### config.mk
export PLATFORM = sky130hd
export DESIGN_NAME = bru_top
export DESIGN_NICKNAME = d
export VERILOG_FILES = /design/src/logic/bru_pkg.sv /design/src/logic/bru_branch_unit.sv /design/src/logic/bru_gshare.sv /design/src/logic/bru_top.sv
export VERILOG_INCLUDE_DIRS = /design/src /design/src/logic
export SDC_FILE = /design/constraint.sdc
export NUM_CORES = 1
export LEC_CHECK = 0
export CORE_UTILIZATION = 45
export DETAILED_ROUTE_END_ITERATION = 10
export DONT_BUFFER_PORTS = 1
export GPL_TIMING_DRIVEN = 0
export PLACE_DENSITY = 0.6
export SYNTH_ARGS = -nofsm -noshare
export SYNTH_HDL_FRONTEND = slang
export SYNTH_SLANG_ARGS = --single-unit
export TNS_END_PERCENT = 10
### constraint.sdc
create_clock -name clk_i -period 4.6 [get_ports clk_i]
set_input_delay 0.23 -clock clk_i [delete_from_list [all_inputs] [get_ports clk_i]]
set_output_delay 0.23 -clock clk_i [all_outputs]
set_load 0.01 [all_outputs]
### src/logic/bru_cfg.svh
`ifndef BRU_CFG_SVH
`define BRU_CFG_SVH

// Data and address width
`define XLEN 32

// Next PC after reset
`define PC_INIT 'h200

// Global history length of the gshare predictor
`define BP_GLOBAL_BITS 2

// Pattern history table index width, 64 counters
`define BP_PHT_BITS 6

// Compressed instruction support
// 1 allows 2-byte sequential steps and 2-byte target alignment
`define HAS_RVC 0

`endif

### src/logic/bru_pkg.sv
`include "bru_cfg.svh"

package bru_pkg;

  ////////////////////////////////////////////////////////////////////////////
  // Basic vector types
  ////////////////////////////////////////////////////////////////////////////

  // Data and address word
  typedef logic [`XLEN-1:0]           xlen_t;

  // Global branch history
  typedef logic [`BP_GLOBAL_BITS-1:0] bp_hist_t;

  // 2-bit saturating counter, MSB set means predict taken
  typedef logic [1:0]                 bp_cnt_t;

  ////////////////////////////////////////////////////////////////////////////
  // Instruction encodings
  ////////////////////////////////////////////////////////////////////////////

  // Major opcodes handled by the branch unit
  // Everything else folds onto OPC_OTHER
  typedef enum logic [6:0] {
    OPC_BRANCH   = 7'b1100011,
    OPC_JAL      = 7'b1101111,
    OPC_JALR     = 7'b1100111,
    OPC_MISC_MEM = 7'b0001111,
    OPC_OTHER    = 7'b0000000
  } opcode_e;

  // Conditional branch kinds, funct3 field
  typedef enum logic [2:0] {
    BEQ  = 3'b000,
    BNE  = 3'b001,
    BLT  = 3'b100,
    BGE  = 3'b101,
    BLTU = 3'b110,
    BGEU = 3'b111
  } branch_f3_e;

  // funct3 of FENCE.I under MISC_MEM
  localparam logic [2:0] F3_FENCE_I = 3'b001;

  ////////////////////////////////////////////////////////////////////////////
  // Pipeline structs
  ////////////////////////////////////////////////////////////////////////////

  // Instruction as it leaves decode
  typedef struct packed {
    logic        bubble;
    logic [31:0] instr;
  } insn_t;

  // Exception flags, any is the summary
  typedef struct packed {
    logic illegal_instruction;
    logic misaligned_instruction;
    logic breakpoint;
    logic any;
  } exceptions_t;

  // Prediction carried from the predictor's decode register
  typedef struct packed {
    bp_cnt_t  predict;
    bp_hist_t history;
  } bp_info_t;

  ////////////////////////////////////////////////////////////////////////////
  // Field decoders
  ////////////////////////////////////////////////////////////////////////////

  // Unknown major opcodes map to OPC_OTHER
  function automatic opcode_e insn_opcode(logic [31:0] instr);
    case (instr[6:0])
      OPC_BRANCH, OPC_JAL, OPC_JALR, OPC_MISC_MEM: return opcode_e'(instr[6:0]);
      default:                                   return OPC_OTHER;
    endcase
  endfunction

  function automatic logic [2:0] insn_funct3(logic [31:0] instr);
    return instr[14:12];
  endfunction

  // J-type immediate, sign extended to XLEN
  function automatic xlen_t imm_j(logic [31:0] instr);
    logic [20:0] imm;
    imm = {instr[31], instr[19:12], instr[20], instr[30:21], 1'b0};
    return {{(`XLEN-21){imm[20]}}, imm};
  endfunction

  // B-type immediate, sign extended to XLEN
  function automatic xlen_t imm_b(logic [31:0] instr);
    logic [12:0] imm;
    imm = {instr[31], instr[7], instr[30:25], instr[11:8], 1'b0};
    return {{(`XLEN-13){imm[12]}}, imm};
  endfunction

endpackage

### src/logic/bru_branch_unit.sv
`timescale 1ns/1ps
`include "bru_cfg.svh"

module bru_branch_unit (
  input  logic                  clk_i,
  input  logic                  rst_ni,
  input  logic                  ex_stall_i,
  input  logic                  st_flush_i,
  input  bru_pkg::xlen_t        id_pc_i,
  input  bru_pkg::bp_info_t     id_bp_i,
  input  bru_pkg::insn_t        id_insn_i,
  input  bru_pkg::exceptions_t  id_exceptions_i,
  input  bru_pkg::exceptions_t  ex_exceptions_i,
  input  bru_pkg::exceptions_t  mem_exceptions_i,
  input  bru_pkg::exceptions_t  wb_exceptions_i,
  input  bru_pkg::xlen_t        opa_i,
  input  bru_pkg::xlen_t        opb_i,
  output bru_pkg::xlen_t        nxt_pc_o,
  output logic                  flush_o,
  output logic                  cacheflush_o,
  output bru_pkg::bp_cnt_t      bp_predict_o,
  output bru_pkg::bp_hist_t     bp_history_update_o,
  output bru_pkg::bp_hist_t     bp_history_o,
  output logic                  bp_btaken_o,
  output logic                  bp_update_o,
  output bru_pkg::exceptions_t  exceptions_o
);

  import bru_pkg::*;

  localparam logic rvc_en = (`HAS_RVC != 0);

  opcode_e     opcode;
  branch_f3_e  br_f3;
  logic [2:0]  funct3;
  logic        is_16bit;
  xlen_t       seq_step;
  xlen_t       seq_pc;
  xlen_t       ext_imm_j;
  xlen_t       ext_imm_b;

  // Resolution results, registered below
  logic        cond;
  logic        btaken;
  logic        bp_update;
  logic        pipeflush;
  logic        cacheflush;
  xlen_t       nxt_pc;

  logic        target_misaligned;
  logic        misaligned;
  logic        kill_exc;
  exceptions_t exc_merged;

  // One extra bit, the newest outcome is kept out of the lookup
  logic [`BP_GLOBAL_BITS:0] bp_history;

  ////////////////////////////////////////////////////////////////////////////
  // Decode
  ////////////////////////////////////////////////////////////////////////////

  assign opcode    = insn_opcode(id_insn_i.instr);
  assign funct3    = insn_funct3(id_insn_i.instr);
  assign br_f3     = branch_f3_e'(funct3);
  assign ext_imm_j = imm_j(id_insn_i.instr);
  assign ext_imm_b = imm_b(id_insn_i.instr);

  // Compressed encodings have low bits other than 2'b11
  assign is_16bit  = ~&id_insn_i.instr[1:0];
  assign seq_step  = (rvc_en && is_16bit) ? xlen_t'(2) : xlen_t'(4);
  assign seq_pc    = id_pc_i + seq_step;

  // Branch condition per funct3
  always_comb begin
    case (br_f3)
      BEQ:     cond = (opa_i == opb_i);
      BNE:     cond = (opa_i != opb_i);
      BLT:     cond = ($signed(opa_i) <  $signed(opb_i));
      BGE:     cond = ($signed(opa_i) >= $signed(opb_i));
      BLTU:    cond = (opa_i <  opb_i);
      BGEU:    cond = (opa_i >= opb_i);
      default: cond = 1'b0;
    endcase
  end

  ////////////////////////////////////////////////////////////////////////////
  // Control transfer resolution
  ////////////////////////////////////////////////////////////////////////////

  always_comb begin
    // Sequential, no flush, unless overridden
    btaken     = 1'b0;
    bp_update  = 1'b0;
    pipeflush  = 1'b0;
    cacheflush = 1'b0;
    nxt_pc     = seq_pc;

    if (!id_insn_i.bubble) begin
      case (opcode)
        OPC_JAL: begin
          btaken    = 1'b1;
          // Fetch already redirected when predicted taken
          pipeflush = ~id_bp_i.predict[1];
          nxt_pc    = id_pc_i + ext_imm_j;
        end
        OPC_JALR: begin
          btaken    = 1'b1;
          // Target unknown at fetch, always redirect
          pipeflush = 1'b1;
          nxt_pc    = (opa_i + opb_i) & ~xlen_t'(1);
        end
        OPC_BRANCH: begin
          btaken    = cond;
          bp_update = 1'b1;
          // Mispredict in either direction
          pipeflush = cond ^ id_bp_i.predict[1];
          nxt_pc    = cond ? id_pc_i + ext_imm_b : seq_pc;
        end
        OPC_MISC_MEM: begin
          if (funct3 == F3_FENCE_I) begin
            pipeflush  = 1'b1;
            cacheflush = 1'b1;
            nxt_pc     = id_pc_i + xlen_t'(4);
          end
        end
        default: begin
        end
      endcase
    end
  end

  ////////////////////////////////////////////////////////////////////////////
  // Exceptions
  ////////////////////////////////////////////////////////////////////////////

  // 2-byte alignment with RVC, 4-byte otherwise
  always_comb begin
    target_misaligned = 1'b0;
    if (!id_insn_i.bubble && (opcode inside {OPC_JAL, OPC_JALR, OPC_BRANCH})) begin
      target_misaligned = rvc_en ? nxt_pc[0] : |nxt_pc[1:0];
    end
  end

  assign misaligned = id_exceptions_i.misaligned_instruction | target_misaligned;

  always_comb begin
    exc_merged                        = id_exceptions_i;
    exc_merged.misaligned_instruction = misaligned;
    exc_merged.any                    = id_exceptions_i.any | misaligned;
  end

  // Instruction is squashed, or an older one already trapped
  assign kill_exc = flush_o | st_flush_i |
                    ex_exceptions_i.any | mem_exceptions_i.any | wb_exceptions_i.any;

  always_ff @(posedge clk_i or negedge rst_ni) begin
    if (!rst_ni) begin
      exceptions_o <= '0;
    end else if (!ex_stall_i) begin
      exceptions_o <= kill_exc ? '0 : exc_merged;
    end
  end

  ////////////////////////////////////////////////////////////////////////////
  // Registered outputs
  ////////////////////////////////////////////////////////////////////////////

  // Flush and training strobes run every cycle
  // Pipeline restarts out of reset
  always_ff @(posedge clk_i or negedge rst_ni) begin
    if (!rst_ni) begin
      flush_o             <= 1'b1;
      cacheflush_o        <= 1'b0;
      bp_predict_o        <= '0;
      bp_btaken_o         <= 1'b0;
      bp_update_o         <= 1'b0;
      bp_history_update_o <= '0;
      bp_history          <= '0;
    end else begin
      flush_o             <= pipeflush;
      cacheflush_o        <= cacheflush;
      bp_predict_o        <= id_bp_i.predict;
      bp_btaken_o         <= btaken;
      bp_update_o         <= bp_update;
      bp_history_update_o <= id_bp_i.history;
      // Speculative history, conditional branches only
      if (bp_update) begin
        bp_history <= {bp_history[`BP_GLOBAL_BITS-1:0], btaken};
      end
    end
  end

  always_ff @(posedge clk_i or negedge rst_ni) begin
    if (!rst_ni) begin
      nxt_pc_o <= xlen_t'(`PC_INIT);
    end else if (!ex_stall_i) begin
      nxt_pc_o <= nxt_pc;
    end
  end

  // Lookup history leaves out the branch just resolved
  assign bp_history_o = bp_history[`BP_GLOBAL_BITS:1];

endmodule

### src/logic/bru_gshare.sv
`timescale 1ns/1ps
`include "bru_cfg.svh"

module bru_gshare (
  input  logic               clk_i,
  input  logic               rst_ni,
  input  logic               ex_stall_i,
  input  bru_pkg::xlen_t     if_pc_i,
  input  bru_pkg::bp_hist_t  bu_history_i,
  input  logic               bu_update_i,
  input  logic               bu_btaken_i,
  input  bru_pkg::bp_hist_t  bu_history_update_i,
  output bru_pkg::xlen_t     id_pc_o,
  output bru_pkg::bp_info_t  id_bp_o
);

  import bru_pkg::*;

  localparam int pht_depth = 1 << `BP_PHT_BITS;

  typedef logic [`BP_PHT_BITS-1:0] pht_idx_t;

  // Table of 2-bit counters
  bp_cnt_t  pht [pht_depth];

  pht_idx_t rd_idx;
  pht_idx_t wr_idx;
  bp_cnt_t  cnt_cur;
  bp_cnt_t  cnt_next;

  // PC of the instruction now in execute
  xlen_t    ex_pc;

  // Word address bits XOR history, history zero extended
  function automatic pht_idx_t pht_hash(xlen_t pc, bp_hist_t hist);
    return pc[`BP_PHT_BITS+1:2] ^ pht_idx_t'(hist);
  endfunction

  ////////////////////////////////////////////////////////////////////////////
  // Lookup and decode register
  ////////////////////////////////////////////////////////////////////////////

  // Fetch PC hashed with the live history from the branch unit
  assign rd_idx = pht_hash(if_pc_i, bu_history_i);

  always_ff @(posedge clk_i or negedge rst_ni) begin
    if (!rst_ni) begin
      id_pc_o <= '0;
      id_bp_o <= '0;
    end else if (!ex_stall_i) begin
      id_pc_o         <= if_pc_i;
      id_bp_o.predict <= pht[rd_idx];
      // Keep the history used, training must hit the same entry
      id_bp_o.history <= bu_history_i;
    end
  end

  // Second PC stage, lines up with the branch unit's training strobes
  always_ff @(posedge clk_i or negedge rst_ni) begin
    if (!rst_ni) begin
      ex_pc <= '0;
    end else if (!ex_stall_i) begin
      ex_pc <= id_pc_o;
    end
  end

  ////////////////////////////////////////////////////////////////////////////
  // Training
  ////////////////////////////////////////////////////////////////////////////

  assign wr_idx  = pht_hash(ex_pc, bu_history_update_i);
  assign cnt_cur = pht[wr_idx];

  // Saturating step toward the resolved direction
  always_comb begin
    if (bu_btaken_i) begin
      cnt_next = (cnt_cur == 2'b11) ? cnt_cur : cnt_cur + 2'd1;
    end else begin
      cnt_next = (cnt_cur == 2'b00) ? cnt_cur : cnt_cur - 2'd1;
    end
  end

  // All counters start weakly not-taken
  always_ff @(posedge clk_i or negedge rst_ni) begin
    if (!rst_ni) begin
      for (int i = 0; i < pht_depth; i++) begin
        pht[i] <= 2'b01;
      end
    end else if (bu_update_i) begin
      pht[wr_idx] <= cnt_next;
    end
  end

endmodule

### src/logic/bru_top.sv
`timescale 1ns/1ps

module bru_top (
  input  logic                  clk_i,
  input  logic                  rst_ni,
  input  logic                  ex_stall_i,
  input  logic                  st_flush_i,
  input  bru_pkg::xlen_t        if_pc_i,
  input  bru_pkg::insn_t        id_insn_i,
  input  bru_pkg::exceptions_t  id_exceptions_i,
  input  bru_pkg::exceptions_t  ex_exceptions_i,
  input  bru_pkg::exceptions_t  mem_exceptions_i,
  input  bru_pkg::exceptions_t  wb_exceptions_i,
  input  bru_pkg::xlen_t        opa_i,
  input  bru_pkg::xlen_t        opb_i,
  output bru_pkg::xlen_t        nxt_pc_o,
  output logic                  flush_o,
  output logic                  cacheflush_o,
  output logic                  bp_btaken_o,
  output logic                  bp_update_o,
  output bru_pkg::exceptions_t  exceptions_o
);

  import bru_pkg::*;

  // Decode stage view from the predictor
  xlen_t    id_pc;
  bp_info_t id_bp;

  // Training loop back to the table
  bp_hist_t bp_history;
  bp_hist_t bp_history_update;

  bru_gshare i_gshare (
    .clk_i               (clk_i),
    .rst_ni              (rst_ni),
    .ex_stall_i          (ex_stall_i),
    .if_pc_i             (if_pc_i),
    .bu_history_i        (bp_history),
    .bu_update_i         (bp_update_o),
    .bu_btaken_i         (bp_btaken_o),
    .bu_history_update_i (bp_history_update),
    .id_pc_o             (id_pc),
    .id_bp_o             (id_bp)
  );

  // Counter echo is left open, the table rereads its own entry
  bru_branch_unit i_branch_unit (
    .clk_i               (clk_i),
    .rst_ni              (rst_ni),
    .ex_stall_i          (ex_stall_i),
    .st_flush_i          (st_flush_i),
    .id_pc_i             (id_pc),
    .id_bp_i             (id_bp),
    .id_insn_i           (id_insn_i),
    .id_exceptions_i     (id_exceptions_i),
    .ex_exceptions_i     (ex_exceptions_i),
    .mem_exceptions_i    (mem_exceptions_i),
    .wb_exceptions_i     (wb_exceptions_i),
    .opa_i               (opa_i),
    .opb_i               (opb_i),
    .nxt_pc_o            (nxt_pc_o),
    .flush_o             (flush_o),
    .cacheflush_o        (cacheflush_o),
    .bp_predict_o        (),
    .bp_history_update_o (bp_history_update),
    .bp_history_o        (bp_history),
    .bp_btaken_o         (bp_btaken_o),
    .bp_update_o         (bp_update_o),
    .exceptions_o        (exceptions_o)
  );

endmodule
Word-level counts from Yosys, hierarchy flattened
Index checks and enable logic that the tools add are counted.
{"block": "totals", "elab_cells": 157, "register_bits": 217, "output_inout_bits": 40, "inputBits": 149}
{"block": "classes", "reduce_logical": 9, "add_sub_neg": 6, "n_eq_ne": 16, "n_bitwise": 12, "magnitude_cmp": 7, "mux": 28}
{"op": "$bwmux W128", "count": 1}
{"op": "$add A32 B32 Y32", "count": 3}
{"op": "$pmux W32 S3", "count": 1}
{"op": "$ge A32 B32 Y1", "count": 2}
{"op": "$lt A32 B32 Y1", "count": 2}
{"op": "$mux W32", "count": 2}
{"op": "$eq A7 B7 Y1 const B", "count": 6}
{"op": "$add A32 B3 Y32 const B", "count": 1}
{"op": "$eq A32 B32 Y1", "count": 1}
{"op": "$ne A32 B32 Y1", "count": 1}
{"op": "$bmux W2 S6", "count": 2}
{"op": "$mux W2", "count": 8}
{"op": "$eq A7 B4 Y1 const B", "count": 2}
{"op": "$ge A7 B7 Y1 const B", "count": 2}
{"op": "$not A6 Y7", "count": 2}
{"op": "$demux W2 S6", "count": 1}
{"op": "$eq A3 B3 Y1 const B", "count": 4}
{"op": "$xor A6 B2 Y6", "count": 2}
{"op": "$mux W1", "count": 8}
{"op": "$lt A7 B1 Y1 const B", "count": 1}
{"op": "$mux W7", "count": 1}
{"op": "$or A1 B1 Y1", "count": 6}
{"op": "$pmux W1 S6", "count": 1}
{"op": "$mux W4", "count": 1}
{"op": "other kinds (15)", "count": 17}

Logic depth before layout (Yosys ltp)
Gate-level depths: netlist of run 1.
{"block": "logic_depth", "ltp_word": 11, "depth_mapped": 14, "depth_no_buf": 12}

Cells and area by module
Synthesis of run 1 repeated with hierarchy kept, for this count alone.
{"block": "hier_totals", "hier_cells": 1901, "area_unflattened_um2": 17131.4}
{"mod": "bru_gshare", "seq_area_each_um2": 4334.2, "area_each_um2": 8908.5, "instances": 1, "cells_per_inst": 801}
{"mod": "bru_branch_unit", "seq_area_each_um2": 1178.6, "area_each_um2": 8222.9, "instances": 1, "cells_per_inst": 1100}

Worst setup path before layout of run 1
OpenSTA, ideal clock, no wires.
{"block": "synth_timing", "path_type": "flip-flop to flip-flop", "from": "register i_gshare.id_pc_o[2]", "to": "register i_branch_unit.nxt_pc_o[30]", "path_buffers": 0, "setup_slack_ns": 1.289, "t_required_ns": 4.468, "path_stages_with_launch": 12, "synth_period_minus_slack_ns": 3.311, "t_arrival_ns": 3.179, "setup_time_ns": 0.132, "cell_sequence": "dfrtp_1 -> ha_1 -> a211oi_1 -> o21ai_0 -> a2111oi_1 -> o31ai_1 -> a2111o_1 -> a31oi_1 -> xor2_1 -> o21ai_0 -> a2111oi_0 -> nor2_1"}
{"block": "synth_between", "elab_chain_cells": 4, "elab_cells_between_ends": 6, "classes_between": "add/sub: 3; mux: 3"}
{"element": "from (decl)", "line": "bru_gshare.sv:13", "text": "output bru_pkg::xlen_t id_pc_o,"}
{"element": "from (signal assigned)", "line": "bru_gshare.sv:51", "text": "id_pc_o <= if_pc_i;"}
{"element": "$add A32 B3 Y32 or $add A32 B32 Y32 (tied branches)", "line": "bru_branch_unit.sv:71, bru_branch_unit.sv:123, bru_branch_unit.sv:117"}
{"element": "$mux W32", "line": "bru_branch_unit.sv:117", "text": "nxt_pc = cond ? id_pc_i + ext_imm_b : seq_pc;"}
{"element": "$pmux W32 S3", "line": "bru_branch_unit.sv:99", "text": "case (opcode)"}
{"element": "$mux W32 (*)", "line": "bru_branch_unit.sv:98", "text": "if (!id_insn_i.bubble) begin"}
{"element": "to (signal assigned)", "line": "bru_branch_unit.sv:195", "text": "nxt_pc_o <= xlen_t'(`PC_INIT);"}
{"element": "to (signal assigned)", "line": "bru_branch_unit.sv:197", "text": "nxt_pc_o <= nxt_pc;"}
{"element": "to (decl)", "line": "bru_branch_unit.sv:18", "text": "output bru_pkg::xlen_t nxt_pc_o,"}
Every way passes the cells marked *; elsewhere a longest branch is shown, timed or not.
A chain may end at the register's enable or synchronous reset.

Worst setup path in the final report of run 1
{"block": "layout_timing", "from": "register i_gshare.ex_pc[4]", "to": "register i_gshare.pht[13] in the netlist's numbering"}
{"block": "layout_between", "elab_chain_cells": 9, "elab_cells_between_ends": 18, "classes_between": "add/sub: 2; order compare: 2; eq/ne: 1; mux: 9; bitwise: 2; reduce/logical: 2"}
{"element": "from (decl)", "line": "bru_gshare.sv:32", "text": "xlen_t ex_pc;"}
{"element": "from (signal assigned)", "line": "bru_gshare.sv:63", "text": "ex_pc <= id_pc_o;"}
{"element": "$xor A6 B2 Y6 (*)", "line": "bru_gshare.sv:36", "text": "return pc[`BP_PHT_BITS+1:2] ^ pht_idx_t'(hist);"}
{"element": "$not A6 Y7 (implied by the code) (*)", "line": "bru_gshare.sv:72, bru_gshare.sv:90"}
{"element": "$bmux W2 S6", "line": "bru_gshare.sv:72", "text": "assign cnt_cur = pht[wr_idx];"}
{"element": "$mux W2 (implied by the code) (2 in a row)", "line": "bru_gshare.sv:72"}
{"element": "$sub A2 B1 Y2, or another cell as far along", "line": "bru_gshare.sv:79", "text": "cnt_next = (cnt_cur == 2'b00) ? cnt_cur : cnt_cur - 2'd1;"}
{"element": "$mux W2 (on tied branches)", "line": "bru_gshare.sv:79, bru_gshare.sv:77"}
{"element": "$mux W2", "line": "bru_gshare.sv:76", "text": "if (bu_btaken_i) begin"}
{"element": "$bwmux W128 (*)", "line": "bru_gshare.sv:90", "text": "pht[wr_idx] <= cnt_next;"}
{"element": "to (signal, indexed assignment)", "line": "bru_gshare.sv:90"}
{"element": "to (decl)", "line": "bru_gshare.sv:24", "text": "bp_cnt_t pht [pht_depth];"}
Every way passes the cells marked *; elsewhere a longest branch is shown, timed or not. The select of a mux whose other input is x is not followed.

==> results of run 1 <==
-- registers in the layout, summed over array words and instances (netlist names) --
register / count
i_branch_unit.cacheflush_o: 1
i_branch_unit.bp_update_o: 1
i_gshare.ex_pc: 6
i_branch_unit.bp_history_update_o: 2
i_branch_unit.bp_history: 3
i_branch_unit.bp_btaken_o: 1
i_gshare.id_bp_o: 3
i_gshare.pht: 128
i_branch_unit.exceptions_o: 4
i_branch_unit.nxt_pc_o: 32
i_gshare.id_pc_o: 32
i_branch_unit.flush_o: 1
-- metal layers --
| layer | vias up | GRT usage | share of wire |
|---|---|---|---|
| li1 | 6676 | - | - |
| met1 | 6908 | 0.360 | 0.39 |
| met2 | 619 | 0.517 | 0.48 |
| met3 | 133 | 0.0528 | 0.083 |
| met4 | 2 | 0.120 | 0.038 |
| met5 | - | 0 | 0.00015 |
-- worst paths after layout --
| path | startpoint | to | slack (ps) |
|---|---|---|---|
| max reg2reg | i_gshare.ex_pc[4] | i_gshare.pht[13] | 200 |
| max in group asynchronous | rst_ni | i_gshare.pht[24] | 4890 |
| min in group clk_i | id_insn_i[32] | i_branch_unit.nxt_pc_o[1] | 60 |
| min reg2reg | i_gshare.id_bp_o[0] | i_branch_unit.bp_history_update_o[0] | 380 |
| max | i_gshare.ex_pc[4] | i_gshare.pht[13] | 200 |
| min | rst_ni | i_gshare.pht[85] | -640 |
-- layout make-up --
type                            count  share of cell area
Buffer                             83              0.0209
Clock buffer                       32              0.0378
Clock inverter                     16              0.0158
Inverter                           88              0.0183
Multi-Input combinational cell   1389               0.549
Sequential cell                   214               0.301
Tap cell                          455              0.0315
Timing Repair Buffer               46              0.0255
-- report_power, final --
part	internal, W	switching [W]
logic	0.000526	0.000872
registers	0.00196	0.000138
clock network	0.00145	0.000867
total	0.00394	0.00188
-- through the flow --
stage	area, sq um	util	total power, W
floorplan	16100	-	0.00305
CTS	18000	0.519	0.00583
global placement	16600	0.478	0.00345
finish	18100	0.519	0.00582
global route	18100	0.519	0.00606
detailed placement	16600	0.478	0.00346
-- what timing repair did --
item                                   CTS  global route
gates resized for setup                  0             2
setup endpoints to repair                0             2
endpoints found under the hold margin  255           214
-- layout by cell type, fill, tap and decap left out, types with 62 or more instances in the layout --
cell type	n
sky130_fd_sc_hd__inv_1	87
sky130_fd_sc_hd__nor2_1	149
sky130_fd_sc_hd__nand2_1	181
sky130_fd_sc_hd__ha_1	107
sky130_fd_sc_hd__mux2_2	107
sky130_fd_sc_hd__clkbuf_1	63
sky130_fd_sc_hd__dfrtp_1	148
sky130_fd_sc_hd__dfstp_2	66
sky130_fd_sc_hd__o21ai_0	123
sky130_fd_sc_hd__a21oi_1	123
sky130_fd_sc_hd__xnor2_1	62
-- kinds of logic after synthesis --
group | after synthesis
XOR/XNOR | 102
flip-flops | 214
multiplexers | 138
AND/OR/NAND/NOR | 521
buffers and inverters | 171
adder cells (fa/ha/maj) | 112
AO/OA/AOI/OAI | 516
==> tab_implementation.tex, run 1 <==
\begin{tabular}{lr}
\hline
Metric & Value \\
\hline
\multicolumn{2}{l}{\textbf{Outcome}} \\
\quad Status & complete, but fails checks \\
\quad Failing checks & negative hold slack \\
\multicolumn{2}{l}{\textbf{Timing}} \\
\quad Worst slew margin relative to its limit & 0.174 \\
\quad Fin Setup TNS & 0 ps \\
\quad Final number of setup-violating endpoints & 0 \\
\quad Min Clock Period, post-route & $\sim$4400 ps \\
\quad Final period utilization & 0.957 \\
\quad Achievable clock frequency & 227 MHz \\
\quad Final hold slack & -636 ps \\
\quad Worst-case clock skew & around 22 ps \\
\quad Slew @ Worst Pin & approximately 1200 ps \\
\quad Post-layout worst setup margin & between 150 and 200 ps \\
\quad Final hold vios & roughly 210 \\
\quad Final Max Slew Viols & 0 \\
\quad RSZ-0062 raised after global routing & no \\
\multicolumn{2}{l}{\textbf{Worst setup path}} \\
\quad Setup CP Type & reg -> reg \\
\quad Family of cells with the greatest summed delay on the critical path & buffers and inverters \\
\quad Reg2Reg Depth & 11 \\
\quad Stages on the worst setup path & 11 \\
\quad Combined buffer and inverter count along the critical path & 3 \\
\quad Crit path capture type & register \\
\quad Cell Chain, Critical Path & clkbuf\_1 -> nor3\_2 -> clkbuf\_1 -> a22o\_1 -> a221oi\_1 -> a31oi\_1 -> o21bai\_1 -> and3\_1 -> maj3\_1 -> buf\_1 -> o21ai\_0 \\
\quad Crit path largest cell delay & 860 ps \\
\quad Cell type with the highest occurrence count on the critical path & sky130\_fd\_sc\_hd\_\_clkbuf\_1 \\
\quad Data required time of the worst path & 5070 ps \\
\quad Startpoint type of the worst setup path & register \\
\quad Slowest cell on the critical path & sky130\_fd\_sc\_hd\_\_nor3\_2 \\
\quad Peak fanout along the critical path & 10 \\
\quad Arrival time worst endpoint & roughly 4900 ps \\
\multicolumn{2}{l}{\textbf{Finish}} \\
\quad Area occupied by multi-input gates & $\sim$9900 sq um \\
\quad Share of layout cells above drive strength 1 & 0.154 \\
\quad Combined flip-flop and latch cell area & 5440 sq um \\
\quad Count of antenna diodes in the layout & 0 \\
\quad Nets & between 2000 and 2500 \\
\quad Synth-to-layout area growth & 12.5\% \\
\quad Post-layout instance count excluding filler cells & around 2300 \\
\quad Filler cells & approximately 3300 \\
\multicolumn{2}{l}{\textbf{Yosys}} \\
\quad Post-synthesis sequential element count & 214 \\
\quad Xor-xnor portion of the synthesized cell area & 0.0561 \\
\quad Leading area contributor after synthesis & sky130\_fd\_sc\_hd\_\_dfrtp\_1 \\
\quad Simple-gate area share of the yosys netlist & 0.147 \\
\quad Seq/Total Area, Yosys & 0.339 \\
\quad Largest family of logic cells by synthesized area & compound AO/OA/AOI/OAI gates \\
\quad Compound-gate portion of the synthesized area & 0.213 \\
\quad Number of distinct library cell variants in the gate-level netlist after synthesis & roughly 80 \\
\quad Count of warnings emitted by yosys & 0 \\
\quad Largest cells by area after synthesis & sky130\_fd\_sc\_hd\_\_dfrtp\_1 (23\%), sky130\_fd\_sc\_hd\_\_dfstp\_2 (11\%), sky130\_fd\_sc\_hd\_\_ha\_1 (8.3\%), sky130\_fd\_sc\_hd\_\_mux2\_2 (7.5\%), sky130\_fd\_sc\_hd\_\_nand2\_1 (4.2\%) \\
\quad Most common flop cell mapped by yosys & sky130\_fd\_sc\_hd\_\_dfrtp\_1 \\
\quad Mux contribution to synthesized area & 0.112 \\
\quad Top cell types by occurrence after synthesis & sky130\_fd\_sc\_hd\_\_nand2\_1 (181), sky130\_fd\_sc\_hd\_\_nor2\_1 (149), sky130\_fd\_sc\_hd\_\_dfrtp\_1 (148), sky130\_fd\_sc\_hd\_\_a21oi\_1 (123), sky130\_fd\_sc\_hd\_\_o21ai\_0 (123) \\
\quad Number of standard cells after synthesis & roughly 1800 \\
\quad Count leader, synth & sky130\_fd\_sc\_hd\_\_nand2\_1 \\
\quad Adder and majority gate portion of the synthesized area & 0.0886 \\
\quad Top cell type's share of synthesized area & 0.231 \\
\quad Post-Synthesis Net Count & 2033 \\
\quad Async set-or-reset flop fraction in the synthesized netlist & 1.00 \\
\quad Number of flops mapped to enable cells by yosys & 0 \\
\quad Netlist Area Pre-Place & 16100 sq um \\
\quad Average size of a mapped cell & slightly above 9 sq um \\
\multicolumn{2}{l}{\textbf{Global routing}} \\
\quad Global-route wire length before repair & between 80000 and 90000 um \\
\quad Via count of the first global-routing pass & about 14000 \\
\quad Initial antenna violation count & 1 \\
\quad Total global routing overflow & 0 \\
\quad Pin count of the biggest net entering global routing & approximately 220 \\
\quad GRT Total Usage & 0.297 \\
\multicolumn{2}{l}{\textbf{Clock tree}} \\
\quad Buffer count from post-CTS setup fixing & 0 \\
\quad Clock insertion delay at the later pin of the skew report & around 570 ps \\
\quad CTS Root Buffer Type & sky130\_fd\_sc\_hd\_\_clkbuf\_16 \\
\quad Total clock sinks & 214 \\
\quad Max Root-Sink Buffers & 3 \\
\quad Number of buffers created by CTS & 26 \\
\quad Clock-pin slew of the registers on the worst-case setup and hold paths & around 60 ps \\
\quad Number of levels in the clock H-tree & 1 \\
\quad Count of hold buffers inserted by post-cts repair & between 40 and 50 \\
\quad Clock tree from TritonCTS & built \\
\multicolumn{2}{l}{\textbf{Power and ir drop}} \\
\quad Leak Pwr & $\sim$7.5 nW \\
\quad Power Dens Cells & 322 nW/um\^{}2 \\
\quad Peak supply drop & slightly below 0.3 mV \\
\multicolumn{2}{l}{\textbf{Route}} \\
\quad Via/cell ratio & a little over 6 \\
\quad Total DRC errors in the routed layout & 0 \\
\quad DRT Pass-1 Iters & 6 \\
\quad Total via count after detailed routing & 14300 \\
\quad Starting DRC count in detailed routing & approximately 1200 \\
\quad Wire length per cell after detailed routing & 23.5 um \\
\quad Remaining antenna violation count & 0 \\
\quad Total routed wirelength & 54600 um \\
\multicolumn{2}{l}{\textbf{Flow run}} \\
\quad Max-cap violations & 0 \\
\multicolumn{2}{l}{\textbf{Die}} \\
\quad Number of placed I/O pins & 189 \\
\quad Initial cell density of the core & 0.461 \\
\quad Num rows & 68 \\
\quad Height of the die & around 190 um \\
\quad Die area & around 36000 sq um \\
\quad Width of the chip & about 190 um \\
\quad Core footprint & between 30000 and 40000 sq um \\
\multicolumn{2}{l}{\textbf{Place}} \\
\quad Post-DP HPWL & 41200 um \\
\quad Placer Congestion & 0.945 \\
\quad Number of buffers added on ports & 0 \\
\quad Cell Count Post-Placement & 2229 \\
\quad Placement-stage worst setup slack & approximately 12 ps \\
\multicolumn{2}{l}{\textbf{Min path}} \\
\quad Class of the worst hold path & in -> async \\
\hline
\end{tabular}
Note: power is estimated with default switching activity, not from simulation.
==> run 2: changes to the inputs <==
CELL_PAD_IN_SITES_DETAIL_PLACEMENT = 2   (was unset)
CELL_PAD_IN_SITES_GLOBAL_PLACEMENT = 2   (was unset)
CORE_MARGIN = 2   (was unset)
CORE_UTILIZATION = 40   (was 45)
PLACE_DENSITY = 0.8   (was 0.6)
==> tab_implementation.tex, run 2 (same netlist as run 1, synthesis figures left out) <==
\begin{tabular}{lr}
\hline
Metric & Value \\
\hline
\multicolumn{2}{l}{\textbf{Global routing}} \\
\quad Initial antenna violation count & 4 (+3) \\
\quad GRT Total Usage & 0.322 (+0.0248) \\
\quad Global-route wire length before repair & 102000 um (+25\%) \\
\quad Total global routing overflow & 0 (unchanged) \\
\quad Pin count of the biggest net entering global routing & 215 (unchanged) \\
\quad Via count of the first global-routing pass & 16700 (+18\%) \\
\multicolumn{2}{l}{\textbf{Die}} \\
\quad Initial cell density of the core & 0.405 (-0.0563) \\
\quad Die area & 41700 sq um (+15\%) \\
\quad Number of placed I/O pins & 189 (unchanged) \\
\quad Width of the chip & 204 um (+7.0\%) \\
\quad Core footprint & 39600 sq um (+14\%) \\
\quad Height of the die & 204 um (+7.0\%) \\
\quad Num rows & 73 (+7.4\%) \\
\multicolumn{2}{l}{\textbf{Finish}} \\
\quad Share of layout cells above drive strength 1 & 0.158 (+0.00392) \\
\quad Number of flip-flops in the largest register & 128 (unchanged) \\
\quad Synth-to-layout area growth & 13.0\% \\
\quad Filler cells & 4378 (+34\%) \\
\quad Leading cell types in the layout, fill and taps excluded & sky130\_fd\_sc\_hd\_\_nand2\_1 (181), sky130\_fd\_sc\_hd\_\_nor2\_1 (149), sky130\_fd\_sc\_hd\_\_dfrtp\_1 (148) \\
\quad Largest registers in the final layout & i\_gshare.pht x128, i\_branch\_unit.nxt\_pc\_o x32, i\_gshare.id\_pc\_o x32 \\
\quad Most frequent standard cell in the layout excluding fill and tap cells & sky130\_fd\_sc\_hd\_\_nand2\_1 \\
\quad Reg with most FFs & i\_gshare.pht \\
\quad Final std cell area, no fill & 18100 sq um (+0.45\%) \\
\quad Nets & 2106 (-0.047\%) \\
\quad Post-layout instance count excluding filler cells & 2395 (+3.1\%) \\
\multicolumn{2}{l}{\textbf{Timing}} \\
\quad Min Clock Period, post-route & 4550 ps (+150 ps) \\
\quad Post-layout worst setup margin & 47.1 ps (-150 ps) \\
\quad Achievable clock frequency & 220 MHz (-3.3\%) \\
\quad Slew @ Worst Pin & 1220 ps (-7.93 ps) \\
\quad Final number of setup-violating endpoints & 0 (unchanged) \\
\quad Fin Setup TNS & 0 ps (unchanged) \\
\quad Final hold slack & -613 ps (+23.9 ps) \\
\quad Final period utilization & 0.990 (+0.0325) \\
\quad Final hold vios & 212 (-0.93\%) \\
\quad Final Max Slew Viols & 0 (unchanged) \\
\quad Worst-case clock skew & 30.6 ps (+8.93 ps) \\
\quad Worst slew margin relative to its limit & 0.181 (+0.00627) \\
\multicolumn{2}{l}{\textbf{Worst setup path}} \\
\quad Slowest cell on the critical path & sky130\_fd\_sc\_hd\_\_maj3\_1 \\
\quad Arrival time worst endpoint & 4970 ps (+100 ps) \\
\quad Family of cells with the greatest summed delay on the critical path & buffers and inverters \\
\quad Cell Chain, Critical Path & xor2\_1 -> and3\_1 -> clkbuf\_2 -> buf\_2 -> buf\_2 -> a22oi\_1 -> a31oi\_1 -> o21bai\_1 -> and3\_1 -> maj3\_1 -> clkbuf\_1 -> o21ai\_0 \\
\quad Peak fanout along the critical path & 10 (unchanged) \\
\quad Combined buffer and inverter count along the critical path & 4 (+1) \\
\quad Startpoint type of the worst setup path & register \\
\quad Crit path capture type & register \\
\quad Crit path largest cell delay & 590 ps (-270 ps) \\
\quad Data required time of the worst path & 5020 ps (-50 ps) \\
\quad Setup CP Type & reg -> reg \\
\multicolumn{2}{l}{\textbf{Route}} \\
\quad Met2 Routed Length & 34600 um (+31\%) \\
\quad Total DRC errors in the routed layout & 0 (unchanged) \\
\quad Wire length per cell after detailed routing & 28.6 um (+21\%) \\
\quad Remaining antenna violation count & 0 (unchanged) \\
\quad Starting DRC count in detailed routing & 777 (-33\%) \\
\quad DRT Pass-1 Iters & 7 (+1) \\
\quad Top Metal Used & met4 \\
\quad Wire length on met1 & 26800 um (+24\%) \\
\quad Wire length on met3 & 4090 um (-10\%) \\
\quad Via/cell ratio & 6.32 (+2.4\%) \\
\quad Total routed wirelength & 68400 um (+25\%) \\
\quad Total via count after detailed routing & 15100 (+5.6\%) \\
\multicolumn{2}{l}{\textbf{Power and ir drop}} \\
\quad Leak Pwr & 7.49 nW (about the same) \\
\quad Peak supply drop & 0.339 mV (+15\%) \\
\quad Power Dens Cells & 324 nW/um\^{}2 (+0.38\%) \\
\multicolumn{2}{l}{\textbf{Place}} \\
\quad Post-DP HPWL & 50700 um (+23\%) \\
\quad Number of buffers added on ports & 0 (unchanged) \\
\quad Post-placement cell area & 16700 sq um (+0.53\%) \\
\quad Placement-stage worst setup slack & -284 ps (-296 ps) \\
\quad Placer Congestion & 0.901 (-4.6\%) \\
\quad Cell Count Post-Placement & 2299 (+3.1\%) \\
\multicolumn{2}{l}{\textbf{Flow run}} \\
\quad Max-cap violations & 0 (unchanged) \\
\multicolumn{2}{l}{\textbf{Clock tree}} \\
\quad Clock insertion delay at the later pin of the skew report & 570 ps (about the same) \\
\quad Clock tree from TritonCTS & built \\
\quad Count of hold buffers inserted by post-cts repair & 45 (-2.2\%) \\
\quad Total clock sinks & 214 (unchanged) \\
\quad Max Root-Sink Buffers & 3 (unchanged) \\
\quad Number of buffers created by CTS & 26 (unchanged) \\
\quad Number of levels in the clock H-tree & 1 (unchanged) \\
\quad CTS Root Buffer Type & sky130\_fd\_sc\_hd\_\_clkbuf\_16 \\
\quad Clock-pin slew of the registers on the worst-case setup and hold paths & 70 ps (about the same) \\
\quad Buffer count from post-CTS setup fixing & 0 (unchanged) \\
\multicolumn{2}{l}{\textbf{Outcome}} \\
\quad Failing checks & negative hold slack \\
\quad Status & complete, but fails checks \\
\multicolumn{2}{l}{\textbf{Min path}} \\
\quad Class of the worst hold path & in -> async \\
\hline
\end{tabular}
## run 2: through the flow
| stage | hold WS, ps | utilization | power (W) |
|---|---|---|---|
| 6_report | -613 | 0.458 | 0.00587 |
| 5_1_grt | -644 | 0.457 | 0.00608 |
| 4_1_cts | -644 | 0.456 | 0.00584 |
| 3_5_place_dp | -50.9 | 0.421 | 0.00355 |
| 3_3_place_gp | -53.2 | 0.421 | 0.00349 |
| 2_1_floorplan | -65.6 | - | 0.00305 |
## run 2: cell type report
cell class / instances / area, sq um / area share
clock inverters: 11 / 199 / 0.0110
plain buffers: 83 / 383 / 0.0211
repair buffers: 45 / 450 / 0.0248
flip-flops and latches: 214 / 5440 / 0.300
well taps: 525 / 657 / 0.0362
multi-input cells: 1389 / 9950 / 0.549
clock buffers: 36 / 718 / 0.0396
diodes: 4 / 10.0 / 0.000552
inverters: 88 / 330 / 0.0182
## run 2: power by group
part	internal [W]	switching, W
Sequential	0.00196	0.000151
Combinational	0.000534	0.000964
Clock	0.00137	0.000886
## run 2: final timing paths
| kind | start | endpoint | slack, ps | depth (start not counted) |
|---|---|---|---|---|
| max in group asynchronous | rst_ni | i_branch_unit.nxt_pc_o[23] | 4450 | 0 |
| hold / removal | rst_ni | i_gshare.pht[81] | -610 | 0 |
| min in group clk_i | st_flush_i | i_branch_unit.exceptions_o[1] | 20 | 2 |
| hold reg to reg | i_gshare.id_bp_o[0] | i_branch_unit.bp_history_update_o[0] | 380 | 0 |
| setup reg to reg | i_branch_unit.bp_history_update_o[1] | i_gshare.pht[35] | 50 | 12 |
| setup / recovery | i_branch_unit.bp_history_update_o[1] | i_gshare.pht[35] | 50 | 12 |
## run 2: layer usage
| layer | vias up | global-route usage |
|---|---|---|
| met3 | 172 | 0.0537 |
| li1 | 6671 | - |
| met1 | 7787 | 0.371 |
| met4 | 0 | 0.134 |
| met5 | - | 0 |
| met2 | 505 | 0.586 |
## run 2: repair_timing
item                                    in CTS  in global routing
gates resized for setup                      5                  7
hold endpoints to repair                   253                214
pin swaps                                    0                  0
endpoints found under the setup margin      14                 34
cloned                                       0                  0
